<file path="src/hw/scan_settings.svh">
// build-time sizes for the UART pattern scanner: character width, pattern, info and baud
`ifndef SCAN_SETTINGS_SVH
`define SCAN_SETTINGS_SVH

// bits per received character
`define CHAR_BITS 8

// number of characters in the searched pattern
`define PATTERN_SIZE 10

// info characters handed out after a full match
`define INFO_SIZE 2

// clock cycles per serial bit, small so simulation stays short
`define CLKS_PER_BIT 4

`define APB_ADDR_BITS 8

`endif

</file>
<file path="src/hw/scan_pkg.sv">
// pattern scan types: match index, info count, scan states, register map
`default_nettype none

`include "scan_settings.svh"

package scan_pkg;

    // holds 0 .. PATTERN_SIZE-1
    typedef logic [$clog2(`PATTERN_SIZE)-1:0] pat_idx_t;

    // holds 0 .. INFO_SIZE
    typedef logic [$clog2(`INFO_SIZE + 1)-1:0] info_cnt_t;

    typedef enum logic [1:0] {SCAN_MATCH, SCAN_INFO, SCAN_DONE} scan_state_t;

    // pattern entry i sits at ADDR_PATTERN + 4*i
    typedef enum logic [`APB_ADDR_BITS-1:0] {
        ADDR_CTRL    = 'h00,
        ADDR_STATUS  = 'h04,
        ADDR_PATTERN = 'h10
    } reg_addr_t;

endpackage

`default_nettype wire

</file>
<file path="src/hw/uart_pkg.sv">
// uart receiver types: character, baud and bit counters, receiver states
`default_nettype none

`include "scan_settings.svh"

package uart_pkg;

    typedef logic [`CHAR_BITS-1:0] char_t;

    // counts clocks within one bit period
    typedef logic [$clog2(`CLKS_PER_BIT)-1:0] baud_cnt_t;
    typedef logic [$clog2(`CHAR_BITS)-1:0] bit_idx_t;

    typedef enum logic [1:0] {RX_IDLE, RX_START, RX_DATA, RX_STOP} rx_state_t;

endpackage

`default_nettype wire

</file>
<file path="src/hw/pattern_cfg_if.sv">
// pattern_cfg_if: pattern writes, readback, control and status between regs and searcher
`timescale 1ns/1ns
`default_nettype none

interface pattern_cfg_if;
    import uart_pkg::*;
    import scan_pkg::*;

    logic        pat_wr;
    pat_idx_t    pat_index;
    char_t       pat_wdata;
    logic        scan_enable;
    logic        rearm;
    char_t       pat_rdata;
    scan_state_t state;
    info_cnt_t   info_count;

    modport regs (
        output pat_wr, pat_index, pat_wdata, scan_enable, rearm,
        input  pat_rdata, state, info_count
    );

    modport search (
        input  pat_wr, pat_index, pat_wdata, scan_enable, rearm,
        output pat_rdata, state, info_count
    );

endinterface

`default_nettype wire

</file>
<file path="src/hw/pattern_apb_regs.sv">
// pattern_apb_regs: APB slave with control, status and pattern registers
`timescale 1ns/1ns
`default_nettype none

`include "scan_settings.svh"

module pattern_apb_regs (
    input  logic                      clk,
    input  logic                      rst,
    input  logic                      psel,
    input  logic                      penable,
    input  logic                      pwrite,
    input  logic [`APB_ADDR_BITS-1:0] paddr,
    input  logic [31:0]               pwdata,
    output logic [31:0]               prdata,
    output logic                      pready,
    output logic                      pslverr,
    input  logic                      frame_err,
    pattern_cfg_if.regs               cfg
);
    import scan_pkg::*;

    localparam logic [`APB_ADDR_BITS-3:0] PAT_WORDS = (`APB_ADDR_BITS - 2)'(`PATTERN_SIZE);

    logic                      access;
    logic                      wr_en;
    logic                      sel_ctrl;
    logic                      sel_status;
    logic                      sel_pat;
    logic [`APB_ADDR_BITS-1:0] pat_offset;
    logic [`APB_ADDR_BITS-3:0] pat_word;
    logic                      scan_enable;
    logic                      frame_flag;
    logic [3:0]                count_field;

    assign access = psel && penable;
    assign wr_en  = access && pwrite;

    // address decode
    assign pat_offset = paddr - ADDR_PATTERN;
    assign pat_word   = pat_offset[`APB_ADDR_BITS-1:2];
    assign sel_ctrl   = (paddr == ADDR_CTRL);
    assign sel_status = (paddr == ADDR_STATUS);
    assign sel_pat    = (paddr >= ADDR_PATTERN) && (pat_offset[1:0] == 2'b00)
                        && (pat_word < PAT_WORDS);

    assign pready  = access;
    assign pslverr = access && !(sel_ctrl || sel_status || sel_pat);

    assign cfg.pat_wr      = wr_en && sel_pat;
    assign cfg.pat_index   = pat_idx_t'(pat_word);
    assign cfg.pat_wdata   = pwdata[`CHAR_BITS-1:0];
    assign cfg.rearm       = wr_en && sel_ctrl && pwdata[1];
    assign cfg.scan_enable = scan_enable;

    always_ff @(posedge clk) begin
        if (rst) begin
            scan_enable <= 1'b0;
            frame_flag  <= 1'b0;
        end else begin
            if (wr_en && sel_ctrl) begin
                scan_enable <= pwdata[0];
            end
            // a new framing error wins over a rearm in the same cycle
            if (frame_err) begin
                frame_flag <= 1'b1;
            end else if (cfg.rearm) begin
                frame_flag <= 1'b0;
            end
        end
    end

    assign count_field = 4'(cfg.info_count);

    always_comb begin
        prdata = '0;
        if (sel_ctrl) begin
            prdata[0] = scan_enable;
        end else if (sel_status) begin
            prdata[7:0] = {count_field, 1'b0, frame_flag,
                           cfg.state == SCAN_DONE, cfg.state != SCAN_MATCH};
        end else if (sel_pat) begin
            prdata[`CHAR_BITS-1:0] = cfg.pat_rdata;
        end
    end

endmodule

`default_nettype wire

</file>
<file path="src/hw/pattern_search.sv">
// pattern_search: pattern memory, match state machine and info byte capture
`timescale 1ns/1ns
`default_nettype none

`include "scan_settings.svh"

module pattern_search (
    input  logic            clk,
    input  logic            rst,
    input  uart_pkg::char_t char_data,
    input  logic            char_valid,
    pattern_cfg_if.search   cfg,
    output uart_pkg::char_t info_data,
    output logic            info_valid
);
    import uart_pkg::*;
    import scan_pkg::*;

    localparam pat_idx_t  LAST_IDX  = pat_idx_t'(`PATTERN_SIZE - 1);
    localparam info_cnt_t LAST_INFO = info_cnt_t'(`INFO_SIZE - 1);

    char_t       pattern [`PATTERN_SIZE];
    pat_idx_t    match_idx;
    info_cnt_t   info_cnt;
    scan_state_t state;
    logic        char_take;
    logic        char_hit;
    logic        first_hit;

    always_ff @(posedge clk) begin
        if (rst) begin
            pattern <= '{default: '0};
        end else if (cfg.pat_wr) begin
            pattern[cfg.pat_index] <= cfg.pat_wdata;
        end
    end

    // indexes past the pattern read as zero
    assign cfg.pat_rdata = (cfg.pat_index <= LAST_IDX) ? pattern[cfg.pat_index] : '0;

    assign char_take = char_valid && cfg.scan_enable;
    assign char_hit  = (char_data == pattern[match_idx]);
    assign first_hit = (char_data == pattern[0]);

    always_ff @(posedge clk) begin
        if (rst) begin
            state      <= SCAN_MATCH;
            match_idx  <= '0;
            info_cnt   <= '0;
            info_valid <= 1'b0;
        end else begin
            info_valid <= 1'b0;
            if (cfg.rearm) begin
                state     <= SCAN_MATCH;
                match_idx <= '0;
                info_cnt  <= '0;
            end else if (char_take) begin
                case (state)
                    SCAN_MATCH: begin
                        if (char_hit && match_idx == LAST_IDX) begin
                            state     <= SCAN_INFO;
                            match_idx <= '0;
                        end else if (char_hit) begin
                            match_idx <= match_idx + 1'b1;
                        end else begin
                            // the breaking character may itself start a new match
                            match_idx <= first_hit ? pat_idx_t'(1) : '0;
                        end
                    end
                    SCAN_INFO: begin
                        info_valid <= 1'b1;
                        info_cnt   <= info_cnt + 1'b1;
                        if (info_cnt == LAST_INFO) begin
                            state <= SCAN_DONE;
                        end
                    end
                    default: ;
                endcase
            end
        end
    end

    always_ff @(posedge clk) begin
        if (char_take && state == SCAN_INFO) begin
            info_data <= char_data;
        end
    end

    assign cfg.state      = state;
    assign cfg.info_count = info_cnt;

endmodule

`default_nettype wire

</file>
<file path="src/hw/pattern_top.sv">
// pattern_top: uart receiver, pattern searcher and APB register block
`timescale 1ns/1ns
`default_nettype none

`include "scan_settings.svh"

module pattern_top (
    input  logic                      clk,
    input  logic                      rst,
    input  logic                      psel,
    input  logic                      penable,
    input  logic                      pwrite,
    input  logic [`APB_ADDR_BITS-1:0] paddr,
    input  logic [31:0]               pwdata,
    output logic [31:0]               prdata,
    output logic                      pready,
    output logic                      pslverr,
    input  logic                      rx,
    output uart_pkg::char_t           info_data,
    output logic                      info_valid
);
    import uart_pkg::*;

    char_t char_data;
    logic  char_valid;
    logic  frame_err;

    pattern_cfg_if cfg_if ();

    uart_rx u_rx (
        .clk        (clk),
        .rst        (rst),
        .rx         (rx),
        .char_data  (char_data),
        .char_valid (char_valid),
        .frame_err  (frame_err)
    );

    pattern_search u_search (
        .clk        (clk),
        .rst        (rst),
        .char_data  (char_data),
        .char_valid (char_valid),
        .cfg        (cfg_if.search),
        .info_data  (info_data),
        .info_valid (info_valid)
    );

    pattern_apb_regs u_regs (
        .clk       (clk),
        .rst       (rst),
        .psel      (psel),
        .penable   (penable),
        .pwrite    (pwrite),
        .paddr     (paddr),
        .pwdata    (pwdata),
        .prdata    (prdata),
        .pready    (pready),
        .pslverr   (pslverr),
        .frame_err (frame_err),
        .cfg       (cfg_if.regs)
    );

endmodule

`default_nettype wire

</file>
<file path="src/hw/uart_rx.sv">
// uart_rx: oversampling 8N1 receiver with character strobe and framing error
`timescale 1ns/1ns
`default_nettype none

`include "scan_settings.svh"

module uart_rx (
    input  logic            clk,
    input  logic            rst,
    input  logic            rx,
    output uart_pkg::char_t char_data,
    output logic            char_valid,
    output logic            frame_err
);
    import uart_pkg::*;

    localparam baud_cnt_t HALF_BIT = baud_cnt_t'(`CLKS_PER_BIT / 2 - 1);
    localparam baud_cnt_t FULL_BIT = baud_cnt_t'(`CLKS_PER_BIT - 1);
    localparam bit_idx_t  LAST_BIT = bit_idx_t'(`CHAR_BITS - 1);

    logic      rx_meta;
    logic      rx_sync;
    rx_state_t state;
    baud_cnt_t clk_cnt;
    bit_idx_t  bit_idx;
    char_t     shift_reg;
    logic      sample_data;

    // two-flop synchronizer, line idles high
    always_ff @(posedge clk) begin
        if (rst) begin
            rx_meta <= 1'b1;
            rx_sync <= 1'b1;
        end else begin
            rx_meta <= rx;
            rx_sync <= rx_meta;
        end
    end

    assign sample_data = (state == RX_DATA) && (clk_cnt == FULL_BIT);

    always_ff @(posedge clk) begin
        if (rst) begin
            state      <= RX_IDLE;
            clk_cnt    <= '0;
            bit_idx    <= '0;
            char_valid <= 1'b0;
            frame_err  <= 1'b0;
        end else begin
            char_valid <= 1'b0;
            frame_err  <= 1'b0;
            case (state)
                RX_IDLE: begin
                    clk_cnt <= '0;
                    if (!rx_sync) begin
                        state <= RX_START;
                    end
                end
                RX_START: begin
                    if (clk_cnt == HALF_BIT) begin
                        clk_cnt <= '0;
                        bit_idx <= '0;
                        // a start bit gone high by mid-bit was a glitch
                        state   <= rx_sync ? RX_IDLE : RX_DATA;
                    end else begin
                        clk_cnt <= clk_cnt + 1'b1;
                    end
                end
                RX_DATA: begin
                    if (clk_cnt == FULL_BIT) begin
                        clk_cnt <= '0;
                        bit_idx <= bit_idx + 1'b1;
                        if (bit_idx == LAST_BIT) begin
                            state <= RX_STOP;
                        end
                    end else begin
                        clk_cnt <= clk_cnt + 1'b1;
                    end
                end
                RX_STOP: begin
                    if (clk_cnt == FULL_BIT) begin
                        clk_cnt    <= '0;
                        char_valid <= rx_sync;
                        frame_err  <= !rx_sync;
                        state      <= RX_IDLE;
                    end else begin
                        clk_cnt <= clk_cnt + 1'b1;
                    end
                end
                default: state <= RX_IDLE;
            endcase
        end
    end

    // lsb arrives first, so shift in from the top
    always_ff @(posedge clk) begin
        if (sample_data) begin
            shift_reg <= {rx_sync, shift_reg[`CHAR_BITS-1:1]};
        end
    end

    assign char_data = shift_reg;

endmodule

`default_nettype wire

</file>
<file path="config.mk">
export PLATFORM = sky130hd
export DESIGN_NAME = pattern_top
export DESIGN_NICKNAME = d
export VERILOG_FILES = /design/src/hw/scan_pkg.sv /design/src/hw/uart_pkg.sv /design/src/hw/pattern_cfg_if.sv /design/src/hw/pattern_apb_regs.sv /design/src/hw/pattern_search.sv /design/src/hw/pattern_top.sv /design/src/hw/uart_rx.sv
export VERILOG_INCLUDE_DIRS = /design/src /design/src/hw
export SDC_FILE = /design/constraint.sdc
export NUM_CORES = 1
export LEC_CHECK = 0
export ABC_CLOCK_PERIOD_IN_PS = 5100
export BUFFER_PORTS_ARGS = -buffer_cell sky130_fd_sc_hd__buf_4
export CAP_MARGIN = 20
export CORE_UTILIZATION = 60
export CTS_BUF_LIST = sky130_fd_sc_hd__clkbuf_8
export CTS_CLUSTER_SIZE = 14
export DETAILED_ROUTE_END_ITERATION = 12
export MAX_ROUTING_LAYER = met4
export PLACE_DENSITY = 0.87
export SLEW_MARGIN = 20
export SYNTH_ARGS = -nofsm -noshare
export SYNTH_HDL_FRONTEND = slang
export SYNTH_HIERARCHICAL = 1
export SYNTH_SLANG_ARGS = --single-unit
</file>
<file path="constraint.sdc">
create_clock -name clk -period 5.1 [get_ports clk]
set_input_delay 1.02 -clock clk [delete_from_list [all_inputs] [get_ports clk]]
set_output_delay 1.02 -clock clk [all_outputs]
set_load 0.02 [all_outputs]
</file>
==> summary by stage <==
Clock tree
The post-CTS setup buffer count is 0. No sink is reached through more buffers than the 2 on the longest clock path. Clock tree synthesis found a total of 118 sinks. The later pin in the worst-skew pair is clocked with a latency of around 0.46 ns. The clock transition at the register clock pins on the worst setup and hold paths after CTS is 0.07 ns. The number of hold buffers added after CTS is 0.

TritonCTS built the clock tree. The H-tree was split into 4 levels. Once the clock tree was built, the resizer swapped 0 gates to a different size. The tree is rooted in a sky130_fd_sc_hd__clkbuf_8. The TritonCTS buffer count is 17.

Power
Cell internal power was estimated by the tool at 1470 uW. For this design the static power due to leakage is 0.00292 uW. The part of the total power dissipated in the clock network is 0.468.

The switching portion of total power is 0.257. Across the VDD grid, the largest voltage drop is 0.000253 V. The analysis attributes to net switching a power of 508 uW. The power per standard cell area is 277 nW/um^2. The sequential share of power is 0.477.

The fraction of power consumed by combinational cells is 0.055.

Die
The die outline width is 107 um. The top-level I/O count is 89. The core region is 10500 sq um. The vertical die dimension is 107 um. For this configuration, the core starts out at a cell density of 0.627. The area of the die is 11400 sq um.

The floorplan has 37 rows.

Timing
On the final layout, the worst hold slack is 0.418 ns. Setup violations remaining at the end of the flow were counted as 0. The achievable frequency is about 240 MHz.

Of the available clock period, the critical path in the final layout requires 0.804. Setup repair after global routing left no endpoint under its margin. The number of pins with negative max-slew slack in the final report is 0. The count of endpoints failing hold in the final timing report is 0. The worst path needs 4.10 ns of the cycle, external delays included.

Across the routed clock network, the largest skew measured is around 0.008 ns. The worst-case headroom to the max-slew limit is 0.208. Adding up every negative setup slack in the final design gives 0 ns. After layout, the worst setup slack is around 1.0 ns. The actual slew at the worst max-slew pin is between 1 and 1.5 ns.

Global routing
Across every metal layer, demand over resource in global routing totals 0.303. The global-route wire length before repair is between 20 and 30 mm. Entering global routing, the biggest net connects 96 pins. The number of antenna violations at the first check in global routing is 0. The global route total overflow is 0. The number of global-route vias before repair was 4944.

Cells and area
Leaving out fill and tap cells, the most frequent cells in the layout are sky130_fd_sc_hd__nor2_1 (102), sky130_fd_sc_hd__dfxtp_1 (101), sky130_fd_sc_hd__mux2i_1 (98). The diode insertion count for antenna repair is 0. Of the cells placed in the final design, the portion with a size suffix greater than 1 is 0.215. The final standard cell utilization of the core is 0.678. The number of standard cells in the layout, taps in and fillers out is 796. Relative to the synthesized area, the layout overhead comes to 8.06%. The post-layout net count is 703. The layout has 757 filler cells. Leaving out fill and tap cells, the most frequent cell in the layout is sky130_fd_sc_hd__nor2_1.

Critical path
The launch point of the worst reg-to-reg path is u_search/match_idx[1]$_SDFFE_PP0P_. The worst setup path is launched from a primary input. The top fanout value on the critical path is 8.

Traced cell by cell, the critical path runs through buf_4 -> inv_1 -> ha_1 -> inv_1 -> inv_1 -> nor2_1 -> a221oi_1 -> a21oi_1 -> a22oi_2 -> a31oi_1 -> buf_4. The required time of the critical path is 4.08 ns. The worst setup path is captured at an output port. The highest-delay cell along the critical path is sky130_fd_sc_hd__nor2_1. The most critical setup path has its startpoint at paddr[4]. The worst setup path category is primary input to output port. STA puts the critical path data arrival time at 3.08 ns.

The most frequent cell on the critical path is sky130_fd_sc_hd__inv_1. The delay of the slowest cell on the worst path is 0.56 ns.

Route
Using the TritonRoute via totals, the vias-per-cell ratio works out to 6.30. For this run, design rule violations remaining after detail routing come to 0. The overall routed net length is 15.9 mm. In the final routed layout, each cell accounts on average for 19.9 um. For this block, the via count after detailed routing is 5012.

The number of DRC markers in iteration 0 is 578. In this run the remaining antenna-violating nets after routing total 0. For this run, the detailed router's first-pass iteration total came to 5.

Place
The half-perimeter wire length after detailed placement is between 10 and 15 mm. Port buffering added 40 buffers. The final weighted congestion in routability-driven placement is about 0.9.

Counting tap cells, the placed design contains a total of around 760 instances. The worst setup slack before clock tree synthesis is ~1.1 ns.

Synthesis
The average instance area after synthesis is 10.3 sq um. Counting flops and latches in the post-synthesis netlist gives 118. After synthesis, the share of flip-flops with an asynchronous set or reset is 0. Counting distinct cell types in the post-synthesis netlist gives 73.

In the synthesized netlist the dominant register cell turns out to be sky130_fd_sc_hd__dfxtp_1. Synthesis produced 643 cells. During synthesis, Yosys emitted a total of 6 warnings.

Yosys mapped a number of flops with a built-in enable equal to 16. The mapped netlist covers roughly 6600 sq um. The share of the Yosys chip area taken by registers is 0.383.

Worst hold path
The critical hold path startpoint is u_rx/rx_meta$_SDFF_PP1_. The tightest min-delay check is of the flop to flop type.

Run status
The run finished with clean final reports.

Job
The number of max-cap violations is 0.
-- worst max-delay path: cells and delay by family --
family / cells / cell delay, ns
adder cells (fa/ha/maj): 1 / 0.29
buffers and inverters: 5 / 0.51
AND/OR/NAND/NOR: 1 / 0.56
AO/OA/AOI/OAI: 4 / 0.70
-- stage by stage --
stage | cell area, sq um | power, uW
5_1_grt | 7130 | 2040
4_1_cts | 7130 | 1980
2_1_floorplan | 6680 | 1060
3_5_place_dp | 6700 | 1070
6_report | 7130 | 1970
3_3_place_gp | 6700 | 1070
-- logic make-up after synthesis --
logic type	after synthesis	synth area share
muxes	136	0.264
xor gates and xnor gates	9	0.0120
AOI/OAI and AO/OA	71	0.0846
and+or+nand+nor	203	0.158
adders and majority gates	10	0.0190
buffers and inverters	95	0.0799
other	1	0.000569
DFF	118	0.383
-- sequential cells by signal (all words and copies together) (netlist names), named ones only --
register and cells:
u_rx/char_valid 1, u_rx/rx_sync 1, u_rx/state 1, u_rx/char_data 8, u_rx/rx_meta 1, u_search/info_data 8
u_search/pattern 80, u_search/match_idx 4, u_rx/clk_cnt 2, u_rx/bit_idx 3, u_regs/frame_flag 1, u_search/cfg.state 2
u_regs/cfg.scan_enable 1, u_search/cfg.info_count 2, u_search/info_valid 1, u_rx/frame_err 1
-- cell usage after synthesis, drive strengths merged (3+ instances only) --
master | number | area [sq um]
buf | 45 | 335
nand3b | 6 | 57.6
nor3b | 3 | 22.5
edfxtp | 16 | 480
o21a | 3 | 22.5
clkbuf | 35 | 135
mux4 | 29 | 657
nor4 | 4 | 25.0
mux2i | 98 | 981
and2 | 6 | 42.5
nand3 | 8 | 40.0
nor3 | 17 | 106
o21ai | 7 | 35.0
inv | 14 | 52.6
nor2 | 102 | 383
o211ai | 3 | 22.5
dfxtp | 102 | 2040
and3 | 4 | 26.3
xor2 | 8 | 70.1
nand2b | 5 | 31.3
nor2b | 3 | 18.8
a22oi | 5 | 42.5
ha | 10 | 125
a32o | 4 | 40.0
a21oi | 21 | 109
a211oi | 3 | 32.5
a221oi | 10 | 100
mux2 | 9 | 101
or3 | 3 | 23.8
nor4b | 5 | 65.1
nand2 | 24 | 90.1
or2 | 4 | 25.0
-- worst paths after layout --
kind / endpoint / slack (ns) / cells past startpoint
max: prdata[0] / 1.00 / 11
min: u_rx/rx_sync$_SDFF_PP1_ / 0.42 / 1
max reg2reg: u_search/match_idx[0]$_SDFFE_PP0P_ / 1.75 / 7
min reg2reg: u_rx/rx_sync$_SDFF_PP1_ / 0.42 / 1
-- cell type report --
type / instances / area (sq um) / share of cell area
tap: 136 / 170 / 0.0239
inverter: 15 / 56.3 / 0.00790
sequential: 118 / 2520 / 0.354
timing repair buffer: 42 / 315 / 0.0442
multi-input combinational: 453 / 3630 / 0.510
clock buffer: 17 / 234 / 0.0328
clock inverter: 15 / 195 / 0.0274
-- routing by layer --
| metal | share of wire | up-vias | track usage |
|---|---|---|---|
| met2 | 0.49 | 248 | 0.468 |
| met1 | 0.41 | 2453 | 0.370 |
| met3 | 0.076 | 38 | 0.0772 |
| met5 | 0 | - | - |
| met4 | 0.028 | 0 | 0.150 |
| li1 | - | 2273 | - |
-- power groups by stage --
| stage | sequential (uW) | combinational [uW] | clock [uW] |
|---|---|---|---|
| 6_report | 942 | 109 | 924 |
| 5_1_grt | 942 | 117 | 980 |
| 4_1_cts | 942 | 107 | 931 |
| 3_5_place_dp | 964 | 107 | 0 |
| 3_3_place_gp | 963 | 103 | 0 |
| 2_1_floorplan | 962 | 95.5 | 0 |
Note: power is estimated with default switching activity, not from simulation.
